`src/source/text_macros.svh`:
```
// Font geometry and coordinate sizing for the pixel-rate text overlay
`ifndef TEXT_MACROS_SVH
`define TEXT_MACROS_SVH

// Glyph cell is 8 pixels wide and 16 rows tall
`define TEXT_CHAR_WIDTH  8
`define TEXT_CHAR_HEIGHT 16

// Screen coordinates up to 1023
`define TEXT_COORD_BITS  10

// PRESS START is the longest string
`define TEXT_MAX_CHARS   11

`endif
```
`src/source/text_pkg.sv`:
```
// Text overlay types shared by the locate stage, glyph stage and string tables
`include "text_macros.svh"

package text_pkg;

    typedef logic [`TEXT_COORD_BITS-1:0] coord_t;
    typedef logic [7:0] color332_t;   // RRR GGG BB
    typedef logic [7:0] glyph_row_t;  // Bit 7 is the leftmost pixel

    typedef enum logic [3:0] {
        TEXT_MENU         = 4'd0,
        TEXT_1_PLAYER     = 4'd1,
        TEXT_2_PLAYER     = 4'd2,
        TEXT_PRESS_BUTTON = 4'd3,
        TEXT_COUNT_3      = 4'd4,
        TEXT_COUNT_2      = 4'd5,
        TEXT_COUNT_1      = 4'd6
    } text_id_t;

    // One entry per distinct glyph in the font
    typedef enum logic [3:0] {
        CH_BLANK,
        CH_A,
        CH_E,
        CH_M,
        CH_N,
        CH_P,
        CH_R,
        CH_S,
        CH_T,
        CH_U,
        CH_DASH,
        CH_ONE,
        CH_TWO,
        CH_CNT_ONE,   // Large countdown digits
        CH_CNT_TWO,
        CH_CNT_THREE
    } char_code_t;

    typedef struct packed {
        logic      enable;
        coord_t    x_pos;   // Top-left corner
        coord_t    y_pos;
        color332_t color;
        text_id_t  id;
    } text_cfg_t;

    typedef struct packed {
        logic       hit;
        char_code_t code;
        logic [3:0] row;
        logic [2:0] col;
        color332_t  color;
    } glyph_req_t;

endpackage

```
`src/source/text_renderer.sv`:
```
// Pixel-rate text overlay with a fixed two-cycle locate and glyph pipeline
`timescale 1ns/1ns

module text_renderer (
    input  logic                pixel_clk,
    input  logic                rst_n,
    input  logic                display_enable,
    input  text_pkg::coord_t    pixel_x,
    input  text_pkg::coord_t    pixel_y,
    input  text_pkg::text_cfg_t cfg,
    output text_pkg::color332_t pixel_color,
    output logic                pixel_visible
);
    import text_pkg::*;

    glyph_req_t req;  // Locate to glyph stage

    // Cycle 1 finds which character cell the pixel falls in
    text_locate u_text_locate (
        .pixel_clk      (pixel_clk),
        .rst_n          (rst_n),
        .display_enable (display_enable),
        .pixel_x        (pixel_x),
        .pixel_y        (pixel_y),
        .cfg            (cfg),
        .req            (req)
    );

    // Cycle 2 reads the font bit and forms the output
    text_pixel_out u_text_pixel_out (
        .pixel_clk     (pixel_clk),
        .rst_n         (rst_n),
        .req           (req),
        .pixel_color   (pixel_color),
        .pixel_visible (pixel_visible)
    );

endmodule

```
`src/source/text_pixel_out.sv`:
```
// Second overlay stage that looks up the glyph bit and registers colour and visibility
`timescale 1ns/1ns

module text_pixel_out (
    input  logic                 pixel_clk,
    input  logic                 rst_n,
    input  text_pkg::glyph_req_t req,
    output text_pkg::color332_t  pixel_color,
    output logic                 pixel_visible
);
    import text_pkg::*;

    glyph_row_t row_bits;
    logic       visible_next;

    glyph_rom u_glyph_rom (
        .code (req.code),
        .row  (req.row),
        .bits (row_bits)
    );

    assign visible_next = req.hit && row_bits[3'd7 - req.col];  // Column 0 is bit 7

    always_ff @(posedge pixel_clk) begin
        if (!rst_n) begin
            pixel_visible <= 1'b0;
            pixel_color   <= '0;
        end else begin
            pixel_visible <= visible_next;
            pixel_color   <= visible_next ? req.color : '0;
        end
    end

    // Transparent pixels carry black so downstream mixing can OR layers
    assert property (@(posedge pixel_clk) !pixel_visible |-> pixel_color == '0);

    // No pixel located during reset reaches the output
    assert property (@(posedge pixel_clk) $rose(rst_n) |=> !pixel_visible);

endmodule

```
`src/source/text_locate.sv`:
```
// First overlay stage that bounds-checks the pixel and registers its glyph position
`timescale 1ns/1ns
`include "text_macros.svh"

module text_locate (
    input  logic                 pixel_clk,
    input  logic                 rst_n,
    input  logic                 display_enable,
    input  text_pkg::coord_t     pixel_x,
    input  text_pkg::coord_t     pixel_y,
    input  text_pkg::text_cfg_t  cfg,
    output text_pkg::glyph_req_t req
);
    import text_pkg::*;

    // One spare bit so the right and bottom edges never wrap
    localparam int END_BITS = `TEXT_COORD_BITS + 1;

    coord_t              rel_x;
    coord_t              rel_y;
    logic [3:0]          char_index;
    char_code_t          code;
    logic [3:0]          length;
    logic [END_BITS-1:0] x_end;
    logic [END_BITS-1:0] y_end;
    logic                hit;

    assign rel_x      = pixel_x - cfg.x_pos;
    assign rel_y      = pixel_y - cfg.y_pos;
    assign char_index = 4'(rel_x / `TEXT_CHAR_WIDTH);

    text_string_table u_text_string_table (
        .id     (cfg.id),
        .index  (char_index),
        .code   (code),
        .length (length)
    );

    assign x_end = {1'b0, cfg.x_pos} + END_BITS'(length * `TEXT_CHAR_WIDTH);
    assign y_end = {1'b0, cfg.y_pos} + END_BITS'(`TEXT_CHAR_HEIGHT);

    assign hit = cfg.enable && display_enable &&
                 (pixel_x >= cfg.x_pos) && ({1'b0, pixel_x} < x_end) &&
                 (pixel_y >= cfg.y_pos) && ({1'b0, pixel_y} < y_end);

    always_ff @(posedge pixel_clk) begin
        if (!rst_n) begin
            req.hit <= 1'b0;
        end else begin
            req.hit <= hit;
        end
        req.code  <= code;
        req.row   <= 4'(rel_y % `TEXT_CHAR_HEIGHT);
        req.col   <= 3'(rel_x % `TEXT_CHAR_WIDTH);
        req.color <= cfg.color;
    end

    // A registered hit always traces back to a drawable string
    assert property (@(posedge pixel_clk) disable iff (!rst_n)
        req.hit |-> $past(cfg.id) inside {TEXT_MENU, TEXT_1_PLAYER, TEXT_2_PLAYER,
                                          TEXT_PRESS_BUTTON, TEXT_COUNT_3,
                                          TEXT_COUNT_2, TEXT_COUNT_1});

endmodule

```
`src/source/glyph_rom.sv`:
```
// Bitmap font of 8x16 glyphs addressed by character code and row
`timescale 1ns/1ns

module glyph_rom (
    input  text_pkg::char_code_t code,
    input  logic [3:0]           row,
    output text_pkg::glyph_row_t bits
);
    import text_pkg::*;

    always_comb begin
        bits = '0;  // Rows not listed are blank
        case (code)
            CH_M: begin
                case (row) inside
                    4'd0:          bits = 8'b11000011;
                    4'd1:          bits = 8'b11100111;
                    4'd2:          bits = 8'b11111111;
                    4'd3:          bits = 8'b11011011;
                    [4'd4:4'd14]:  bits = 8'b11000011;
                endcase
            end
            CH_E: begin
                case (row) inside
                    4'd0:          bits = 8'b11111111;
                    [4'd1:4'd3]:   bits = 8'b11000000;
                    4'd4:          bits = 8'b11111110;
                    [4'd5:4'd13]:  bits = 8'b11000000;
                    4'd14:         bits = 8'b11111111;
                endcase
            end
            CH_N: begin
                case (row) inside
                    4'd0:          bits = 8'b11000011;
                    4'd1:          bits = 8'b11100011;
                    4'd2:          bits = 8'b11110011;
                    4'd3:          bits = 8'b11111011;
                    4'd4:          bits = 8'b11011111;
                    4'd5:          bits = 8'b11001111;
                    4'd6:          bits = 8'b11000111;
                    [4'd7:4'd14]:  bits = 8'b11000011;
                endcase
            end
            CH_U: begin
                case (row) inside
                    [4'd0:4'd11]:  bits = 8'b11000011;
                    4'd12:         bits = 8'b01100110;
                    4'd13:         bits = 8'b00111100;
                    4'd14:         bits = 8'b00011000;
                endcase
            end
            CH_P: begin
                case (row) inside
                    4'd0:          bits = 8'b11111110;
                    [4'd1:4'd3]:   bits = 8'b11000011;
                    4'd4:          bits = 8'b11111110;
                    [4'd5:4'd14]:  bits = 8'b11000000;
                endcase
            end
            CH_R: begin
                case (row) inside
                    4'd0:          bits = 8'b11111110;
                    [4'd1:4'd3]:   bits = 8'b11000011;
                    4'd4:          bits = 8'b11111110;
                    4'd5:          bits = 8'b11111000;
                    4'd6:          bits = 8'b11001100;
                    4'd7:          bits = 8'b11000110;
                    [4'd8:4'd14]:  bits = 8'b11000011;
                endcase
            end
            CH_S: begin
                case (row) inside
                    4'd0:          bits = 8'b01111110;
                    4'd1:          bits = 8'b11000011;
                    [4'd2:4'd3]:   bits = 8'b11000000;
                    4'd4:          bits = 8'b01111110;
                    [4'd5:4'd10]:  bits = 8'b00000011;
                    4'd11:         bits = 8'b11000011;
                    4'd12:         bits = 8'b01111110;
                endcase
            end
            CH_T: begin
                case (row) inside
                    4'd0:          bits = 8'b11111111;
                    [4'd1:4'd14]:  bits = 8'b00011000;
                endcase
            end
            CH_A: begin
                case (row) inside
                    4'd0:          bits = 8'b00111100;
                    4'd1:          bits = 8'b01100110;
                    [4'd2:4'd4]:   bits = 8'b11000011;
                    4'd5:          bits = 8'b11111111;
                    [4'd6:4'd14]:  bits = 8'b11000011;
                endcase
            end
            CH_DASH: begin
                case (row) inside
                    [4'd7:4'd8]:   bits = 8'b11111111;
                endcase
            end
            CH_ONE: begin
                case (row) inside
                    4'd0:          bits = 8'b00011000;
                    4'd1:          bits = 8'b00111000;
                    [4'd2:4'd13]:  bits = 8'b00011000;
                    4'd14:         bits = 8'b01111110;
                endcase
            end
            CH_TWO: begin
                case (row) inside
                    4'd0:          bits = 8'b01111110;
                    4'd1:          bits = 8'b11000011;
                    [4'd2:4'd3]:   bits = 8'b00000011;
                    4'd4:          bits = 8'b00000110;
                    4'd5:          bits = 8'b00001100;
                    4'd6:          bits = 8'b00011000;
                    4'd7:          bits = 8'b00110000;
                    4'd8:          bits = 8'b01100000;
                    [4'd9:4'd11]:  bits = 8'b11000000;
                    [4'd12:4'd13]: bits = 8'b11000011;
                    4'd14:         bits = 8'b11111111;
                endcase
            end
            // Countdown digits sit in rows 1 to 11
            CH_CNT_ONE: begin
                case (row) inside
                    4'd1:          bits = 8'b00011000;
                    4'd2:          bits = 8'b00111000;
                    [4'd3:4'd10]:  bits = 8'b00011000;
                    4'd11:         bits = 8'b01111110;
                endcase
            end
            CH_CNT_TWO: begin
                case (row) inside
                    4'd1:          bits = 8'b01111110;
                    4'd2:          bits = 8'b11000011;
                    4'd3:          bits = 8'b00000011;
                    4'd4:          bits = 8'b00000110;
                    4'd5:          bits = 8'b00001100;
                    4'd6:          bits = 8'b00011000;
                    4'd7:          bits = 8'b00110000;
                    4'd8:          bits = 8'b01100000;
                    4'd9:          bits = 8'b11000000;
                    4'd10:         bits = 8'b11000011;
                    4'd11:         bits = 8'b11111111;
                endcase
            end
            CH_CNT_THREE: begin
                case (row) inside
                    4'd1:          bits = 8'b01111110;
                    4'd2:          bits = 8'b11000011;
                    [4'd3:4'd4]:   bits = 8'b00000011;
                    4'd5:          bits = 8'b00111110;
                    [4'd6:4'd10]:  bits = 8'b00000011;
                    4'd11:         bits = 8'b11000011;
                endcase
            end
            default: bits = '0;  // CH_BLANK
        endcase
    end

endmodule

```
`src/source/text_string_table.sv`:
```
// Character sequence and length of each overlay string
`timescale 1ns/1ns
`include "text_macros.svh"

module text_string_table (
    input  text_pkg::text_id_t   id,
    input  logic [3:0]           index,
    output text_pkg::char_code_t code,
    output logic [3:0]           length
);
    import text_pkg::*;

    always_comb begin
        code   = CH_BLANK;
        length = 4'd0;
        case (id)
            TEXT_MENU: begin
                length = 4'd4;
                case (index)
                    4'd0: code = CH_M;
                    4'd1: code = CH_E;
                    4'd2: code = CH_N;
                    4'd3: code = CH_U;
                    default: code = CH_BLANK;
                endcase
            end
            TEXT_1_PLAYER, TEXT_2_PLAYER: begin
                length = 4'd3;
                case (index)
                    4'd0: code = (id == TEXT_1_PLAYER) ? CH_ONE : CH_TWO;
                    4'd1: code = CH_DASH;
                    4'd2: code = CH_P;
                    default: code = CH_BLANK;
                endcase
            end
            TEXT_PRESS_BUTTON: begin
                length = 4'(`TEXT_MAX_CHARS);
                case (index)
                    4'd0: code = CH_P;
                    4'd1: code = CH_R;
                    4'd2: code = CH_E;
                    4'd3, 4'd4, 4'd6: code = CH_S;
                    4'd7, 4'd10: code = CH_T;
                    4'd8: code = CH_A;
                    4'd9: code = CH_R;
                    default: code = CH_BLANK;  // Index 5 is the space
                endcase
            end
            TEXT_COUNT_3: begin
                length = 4'd1;
                code   = (index == 4'd0) ? CH_CNT_THREE : CH_BLANK;
            end
            TEXT_COUNT_2: begin
                length = 4'd1;
                code   = (index == 4'd0) ? CH_CNT_TWO : CH_BLANK;
            end
            TEXT_COUNT_1: begin
                length = 4'd1;
                code   = (index == 4'd0) ? CH_CNT_ONE : CH_BLANK;
            end
            default: length = 4'd0;  // Unknown id draws nothing
        endcase
    end

endmodule

```
`config.mk`:
```
export PLATFORM = sky130hd
export DESIGN_NAME = text_renderer
export DESIGN_NICKNAME = d
export VERILOG_FILES = /design/src/source/text_pkg.sv /design/src/source/text_renderer.sv /design/src/source/text_pixel_out.sv /design/src/source/text_locate.sv /design/src/source/glyph_rom.sv /design/src/source/text_string_table.sv
export VERILOG_INCLUDE_DIRS = /design/src /design/src/source
export SDC_FILE = /design/constraint.sdc
export NUM_CORES = 1
export LEC_CHECK = 0
export BUFFER_PORTS_ARGS = -buffer_cell sky130_fd_sc_hd__buf_2
export CORE_MARGIN = 1
export CORE_UTILIZATION = 45
export CTS_BUF_LIST = sky130_fd_sc_hd__clkbuf_2 sky130_fd_sc_hd__clkbuf_4 sky130_fd_sc_hd__clkbuf_8
export CTS_CLUSTER_SIZE = 10
export DETAILED_ROUTE_END_ITERATION = 10
export PLACE_DENSITY = 0.7
export REMOVE_ABC_BUFFERS = 1
export SLEW_MARGIN = 20
export SYNTH_ARGS = -nofsm -noshare
export SYNTH_HDL_FRONTEND = slang
export SYNTH_HIERARCHICAL = 1
export SYNTH_SLANG_ARGS = --single-unit
```
`constraint.sdc`:
```
create_clock -name pixel_clk -period 2.6 [get_ports pixel_clk]
set_clock_uncertainty 0.2 [all_clocks]
set_input_delay 0.13 -clock pixel_clk [delete_from_list [all_inputs] [get_ports pixel_clk]]
set_output_delay 0.13 -clock pixel_clk [all_outputs]
set_load 0.005 [all_outputs]
```
; ---- After elaboration in Yosys (flattened, before gate mapping)
; Memories as Yosys holds them, arrays and structs flattened.
; Cells that the tools add are included.
[classes]
addsub = 5
mul = 0
div = 0
order_cmp = 23
n_eq_ne = 38
n_shift = 0
mux = 94
bitwise = 0
n_reduce_logical = 31
[ops]
columns = cell, count
row1 = 2-to-1 mux 8 bit, 70
row2 = case mux 8 bit (15 select lines), 1
row3 = 2-to-1 mux 7 bit, 10
row4 = equality test 4 bit (second input constant), 15
row5 = equality test 4 x 3 -> 1 bit (second input constant), 11
row6 = equality test 4 x 2 -> 1 bit (second input constant), 8
row7 = case mux 4 bit (4 select lines), 2
row8 = logical AND 1 bit, 25
row9 = case mux 4 bit (6 select lines), 1
row10 = less-than comparator 10 x 11 -> 1 bit, 2
row11 = greater-or-equal comparator 10 bit, 2
row12 = less-or-equal comparator 4 bit (second input constant), 5
row13 = equality test 4 x 1 -> 1 bit (second input constant), 4
row14 = greater-or-equal comparator 4 x 3 -> 1 bit (second input constant), 4
row15 = greater-or-equal comparator 4 bit (second input constant), 3
row16 = zero test 4 bit, 3
row17 = 2-to-1 mux 4 bit, 3
row18 = case mux 4 bit (3 select lines), 1
row19 = adder 10 x 5 -> 11 bit (second input constant), 1
row20 = adder 10 x 7 -> 11 bit, 1
row21 = 2-to-1 mux 5 bit, 2
row22 = greater-or-equal comparator 4 x 1 -> 1 bit (second input constant), 2
row23 = greater-or-equal comparator 4 x 2 -> 1 bit (second input constant), 2
row24 = subtractor 7 bit, 1
row25 = other kinds (12), 12
[totals]
ff_bits = 29
latch_bits = 0
ram_bits = 0
rom_bits = 64
output_inout_bits = 9
word_cells = 199
memories = 1
[memory_table]
columns = name, words, width, rd, rd_clocked_by_memory_dff, write_ports, line
row1 = (name not given), 16, 4, 1, 0, 0, text_string_table.sv:38  ; case (index)

; ---- Logic depth before layout (Yosys ltp)
[depth]
ltp_word = 17
mapped_depth = 14
depth_no_buf = 14

; ---- Modules after synthesis
; Netlist, hierarchy kept.
[modules_own_cells]
columns = mod, n_inst, cells_each, area_each_um2, seq_area_each_um2
row1 = glyph_rom, 1, 260, 1647.8, 0.0
row2 = text_locate, 1, 179, 1637.8, 400.4
row3 = text_pixel_out, 1, 30, 424.2, 180.2
row4 = text_string_table, 1, 61, 406.6, 0.0

; ---- Least setup slack after synthesis
; OpenSTA, ideal clock, no wires.
[synth_timing]
path_type = input to register
start = in cfg[1] (netlist bit)
end = reg, netlist name u_text_locate/req[19]
setup_time_ns = 0.088
arrival_time_ns = 2.455
required_time_ns = 2.312
setup_slack_ns = -0.143
cell_stages = 14
path_cell_list = buf_2 -> nor3_1 -> nor3_1 -> ha_1 -> fa_1 -> a21o_1 -> a21oi_1 -> xnor2_1 -> ha_1 -> o21ai_0 -> nand2b_1 -> a21oi_1 -> a211oi_1 -> nor4_2
[synth_via]
elab_chain_len = 8
word_cells_on_any_way = 15
cone_classes = add/sub: 1 / order compare: 1 / eq/ne: 6 / mux: 1 / reduce/logical: 6
[synth_rtl]
columns = item, line
row1 = start: declaration, text_renderer.sv:10  ; input text_pkg::text_cfg_t cfg,
row2 = "equality test 4 x 3 -> 1 bit, or another cell as far along", text_string_table.sv:16  ; case (id)
row3 = OR reduction 3 bit (no source line) / OR reduction 2 bit (equally long branches), n/a
row4 = case mux 4 bit (4 select lines) *, text_string_table.sv:16
row5 = via u_text_locate.length[0], text_locate.sv:23  ; logic [3:0] length;
row6 = adder 10 x 7 -> 11 bit *, text_locate.sv:39  ; assign x_end = {1'b0, cfg.x_pos} + END_BITS'(length * `TEXT_CHAR_WIDTH);
row7 = less-than comparator 10 x 11 -> 1 bit *, text_locate.sv:43  ; (pixel_x >= cfg.x_pos) && ({1'b0, pixel_x} < x_end) &&
row8 = logical AND 1 bit * (2 in series), text_locate.sv:43
row9 = logical AND 1 bit *, text_locate.sv:44  ; (pixel_y >= cfg.y_pos) && ({1'b0, pixel_y} < y_end);
; The timed path passes the listed nets; every way through them passes the cells marked *.
; A chain may end at the register's enable or synchronous reset.

; ---- Final worst setup path
[layout_timing]
start = reg, netlist name u_text_locate/req[17]
end = reg u_text_pixel_out.pixel_color[7]
[layout_via]
elab_chain_len = 6
word_cells_on_any_way = 20
cone_classes = eq/ne: 15 / mux: 3 / reduce/logical: 2
[layout_rtl]
columns = item, line
row1 = "equality test 4 bit, or another cell as far along", glyph_rom.sv:13  ; case (code)
row2 = case mux 8 bit (15 select lines) *, glyph_rom.sv:13
row3 = via u_text_pixel_out.row_bits[5], text_pixel_out.sv:13  ; glyph_row_t row_bits;
row4 = binary-select mux 1 bit (select 3 bit) *, text_pixel_out.sv:22  ; assign visible_next = req.hit && row_bits[3'd7 - req.col];
row5 = 2-to-1 mux 1 bit (implied by the code) *, text_pixel_out.sv:22
row6 = logical AND 1 bit *, text_pixel_out.sv:22
row7 = AND reduction 2 bit (no source line) *, n/a
row8 = end signal: assignment, text_pixel_out.sv:30  ; pixel_color <= visible_next ? req.color : '0;
row9 = end: declaration, text_pixel_out.sv:8  ; output text_pkg::color332_t pixel_color,
; The timed path passes the listed nets; every way through them passes the cells marked *. The select of a mux whose other input is x is not followed.

==> results.json <==
{
  "outcome": "finished, violations left",
  "violations": "DRC, setup timing",
  "drtPass1Iterations": 8,
  "slowest_stage": "dfxtp_4",
  "drtIter0Drc": 443,
  "synth_top_area_share_pct": 14.1,
  "cts_tree": "done",
  "io_pins": 65,
  "finalCritPeriodShare_pct": 105,
  "crit_type": "reg -> reg",
  "p_switching_mw": 1.06,
  "grt_pass1_wl_mm": 24.0,
  "wirelength_mm": 14.7,
  "final_cells": 824,
  "drt-vias-per-instance": 6.13,
  "drtAntennaViolNets": 0,
  "critPathBufInv": 2,
  "start_kind": "flop",
  "gp_congestion": 1.09,
  "coreArea_sq_um": 8810,
  "p_comb_share_pct": 64.2,
  "dp.cells": 780,
  "rows": 34,
  "die_h_microns": 97.6,
  "setup_viol": 9,
  "hp-class": "in -> reg",
  "final_util_pct": 69.6,
  "synth_most_common_cell": "a21oi_1",
  "cp_max_fo": 6,
  "dieArea_sq_um": 9530,
  "async_reset_ff_share_pct": 0,
  "drive_above_1_share_pct": 41.5,
  "num-fill-cells": 672,
  "synth_area_leaders": "dfxtp_1 14%, ha_1 13%, a21oi_1 5.7%",
  "ir_drop_v": 0.000217,
  "slowest_delay_ns": 0.37,
  "cp.required_ns": 2.60,
  "synth_seq_cells": 29,
  "antenna_found_initial": 0,
  "p_clk_share_pct": 14.6,
  "grt_overflow": 0,
  "cts_max_level": 2,
  "drcViolationCount": 2,
  "worstMarginPinSlew_ns": 0.541,
  "max_freq_mhz": 368,
  "grt_max_degree": 20,
  "vias": 5051,
  "preCtsSetupSlack_ns": -0.339,
  "root_buffer": "clkbuf_8",
  "critical_path_arrival_ns": 2.72,
  "wl_per_cell_microns": 17.8,
  "start_util_pct": 46.7,
  "hold_viol": 0,
  "swShare_pct": 42.5,
  "first_global_vias": 5073,
  "synthCells": 530,
  "worst_skew_pair.late_latency_ns": 0.28,
  "synth_edf_count": 0,
  "cp-end-kind": "flop",
  "avgSynthCellArea_sq_um": 7.77,
  "crit_chain": "buf_2, nand2b_2, buf_4, nor4_1, o21ai_0, o311a_1, o2111ai_1, mux2i_2, a22o_4, nor4b_4",
  "setup_tns_ns": -0.931,
  "cts_buffers": 5,
  "clock_path_buffers": 2,
  "path_clk_slew_ns": 0.07,
  "syn_area_sq_um": 4120,
  "relSlewSlack_pct": 63.5,
  "ys_types": 89,
  "final_nets": 818,
  "dpl.hpwl_mm": 10.9,
  "p_int_mw": 1.44,
  "maxCapViolCount": 0,
  "die_w_microns": 97.6,
  "syn_to_final_growth_pct": 48.9,
  "path_delay_family": "compound AO/OA/AOI/OAI gates",
  "fin_ws_ns": -0.118,
  "seq_area_frac_synth_pct": 14.1,
  "final-max-slew-violation-count": 0,
  "io_buffers": 64,
  "power_density_nw_per_um2": 408,
  "synthTopCellsByCount": "47 x a21oi_1, 44 x ha_1, 35 x inv_1",
  "synth_flop_cell": "dfxtp_1",
  "min_period_ns": 2.72,
  "track_usage_pct": 31.1,
  "hp-start": "pixel_y[0]",
  "rsz0062_at_grt": "yes",
  "crit_path_start": "u_text_locate/req[17]$_DFF_P_",
  "yosysTopAreaCell": "dfxtp_1",
  "clkSinkCount": 29,
  "antenna_cells": 0,
  "pwr-share-seq_pct": 21.1,
  "p_leak_nw": 2.72,
  "yosysWarnings": 6,
  "reg2reg_from": "u_text_locate/req[17]$_DFF_P_"
}
==> power by group through the flow <==
stage	Clock, mW	Combinational (mW)	Sequential (mW)
3_3_place_gp	0	1.28	0.523
2_1_floorplan	0	0.623	0.599
5_1_grt	0.405	1.72	0.534
4_1_cts	0.376	1.51	0.525
6_report	0.366	1.61	0.528
3_5_place_dp	0	1.30	0.528
==> flip-flops by register name, indices dropped and copies added, names as in the netlist <==
register	cells
u_text_locate/req	20
u_text_pixel_out/pixel_color	8
u_text_pixel_out/pixel_visible	1
==> cells by family (layout without fill, tap and decap cells) <==
logic type | Yosys count | after routing | share of synthesized area [%]
AND/OR/NAND/NOR | 180 | 180 | 28.0
AO/OA/AOI/OAI | 170 | 171 | 28.5
buffers and inverters | 78 | 263 | 8.60
adder cells (fa/ha/maj) | 48 | 48 | 15.1
flip-flops | 29 | 29 | 14.1
XOR/XNOR | 19 | 19 | 4.04
multiplexers | 6 | 6 | 1.61
==> placed cells by master, fill, tap and decap left out, drive strengths merged, types with 6 or more instances in the layout <==
master,count
dfxtp,29
a21oi,47
ha,44
xnor2,15
nor2,28
o22ai,7
nor4,11
nand2,29
nand2b,13
a21o,7
nand4b,6
o21ai,27
dlygate4sd3,13
nand3,17
nor4b,9
o211ai,10
nand3b,6
buf,203
inv,38
nor3,20
o21a,7
==> layout make-up <==
class / instances / area (sq um) / share of cell area, %
clock buffers: 5 / 68.8 / 1.12
clock inverters: 3 / 17.5 / 0.286
inverters: 39 / 146 / 2.39
multi-input cells: 424 / 3550 / 57.9
flip-flops and latches: 29 / 608 / 9.92
well taps: 108 / 135 / 2.20
repair buffers: 216 / 1600 / 26.2
==> worst min-delay path, stage by stage <==
cell	delay, ns
buf_2	0.09
inv_1	0.05
ha_1	0.15
inv_1	0.04
==> routing by layer <==
layer,global-route usage (%),routed length [microns]
met5,0,0
met2,53.6,6980
met4,17.7,719
met1,36.5,5960
met3,4.60,1010
==> worst paths after layout <==
check	endpoint	slack [ns]	cells past startpoint
max	u_text_pixel_out/pixel_color[7]$_SDFF_PN0_	-0.12	10
min	u_text_locate/req[11]$_DFF_P_	0.01	4
max reg2reg	u_text_pixel_out/pixel_color[7]$_SDFF_PN0_	-0.12	10
min reg2reg	u_text_pixel_out/pixel_color[1]$_SDFF_PN0_	0.26	1
==> stage by stage <==
| stage | hold slack (ns) | area, sq um | power [mW] |
|---|---|---|---|
| 6_report | 0.0135 | 6130 | 2.50 |
| 3_3_place_gp | 0.0321 | 5270 | 1.80 |
| 5_1_grt | 0.0267 | 6130 | 2.66 |
| 3_5_place_dp | 0.0336 | 5270 | 1.83 |
| 2_1_floorplan | -0.0423 | 3910 | 1.22 |
| 4_1_cts | 0.00277 | 5980 | 2.41 |
==> what timing repair did <==
item / CTS / global route
pin swaps: 26 / 15
setup buffers: 15 / 6
hold buffers: 13 / 0
gates resized for setup: 83 / 26
endpoints found under the hold margin: 13 / 0
cloned: 2 / 0
endpoints found under the setup margin: 10 / 12
No activity file was read; power rests on OpenSTA's default activity.
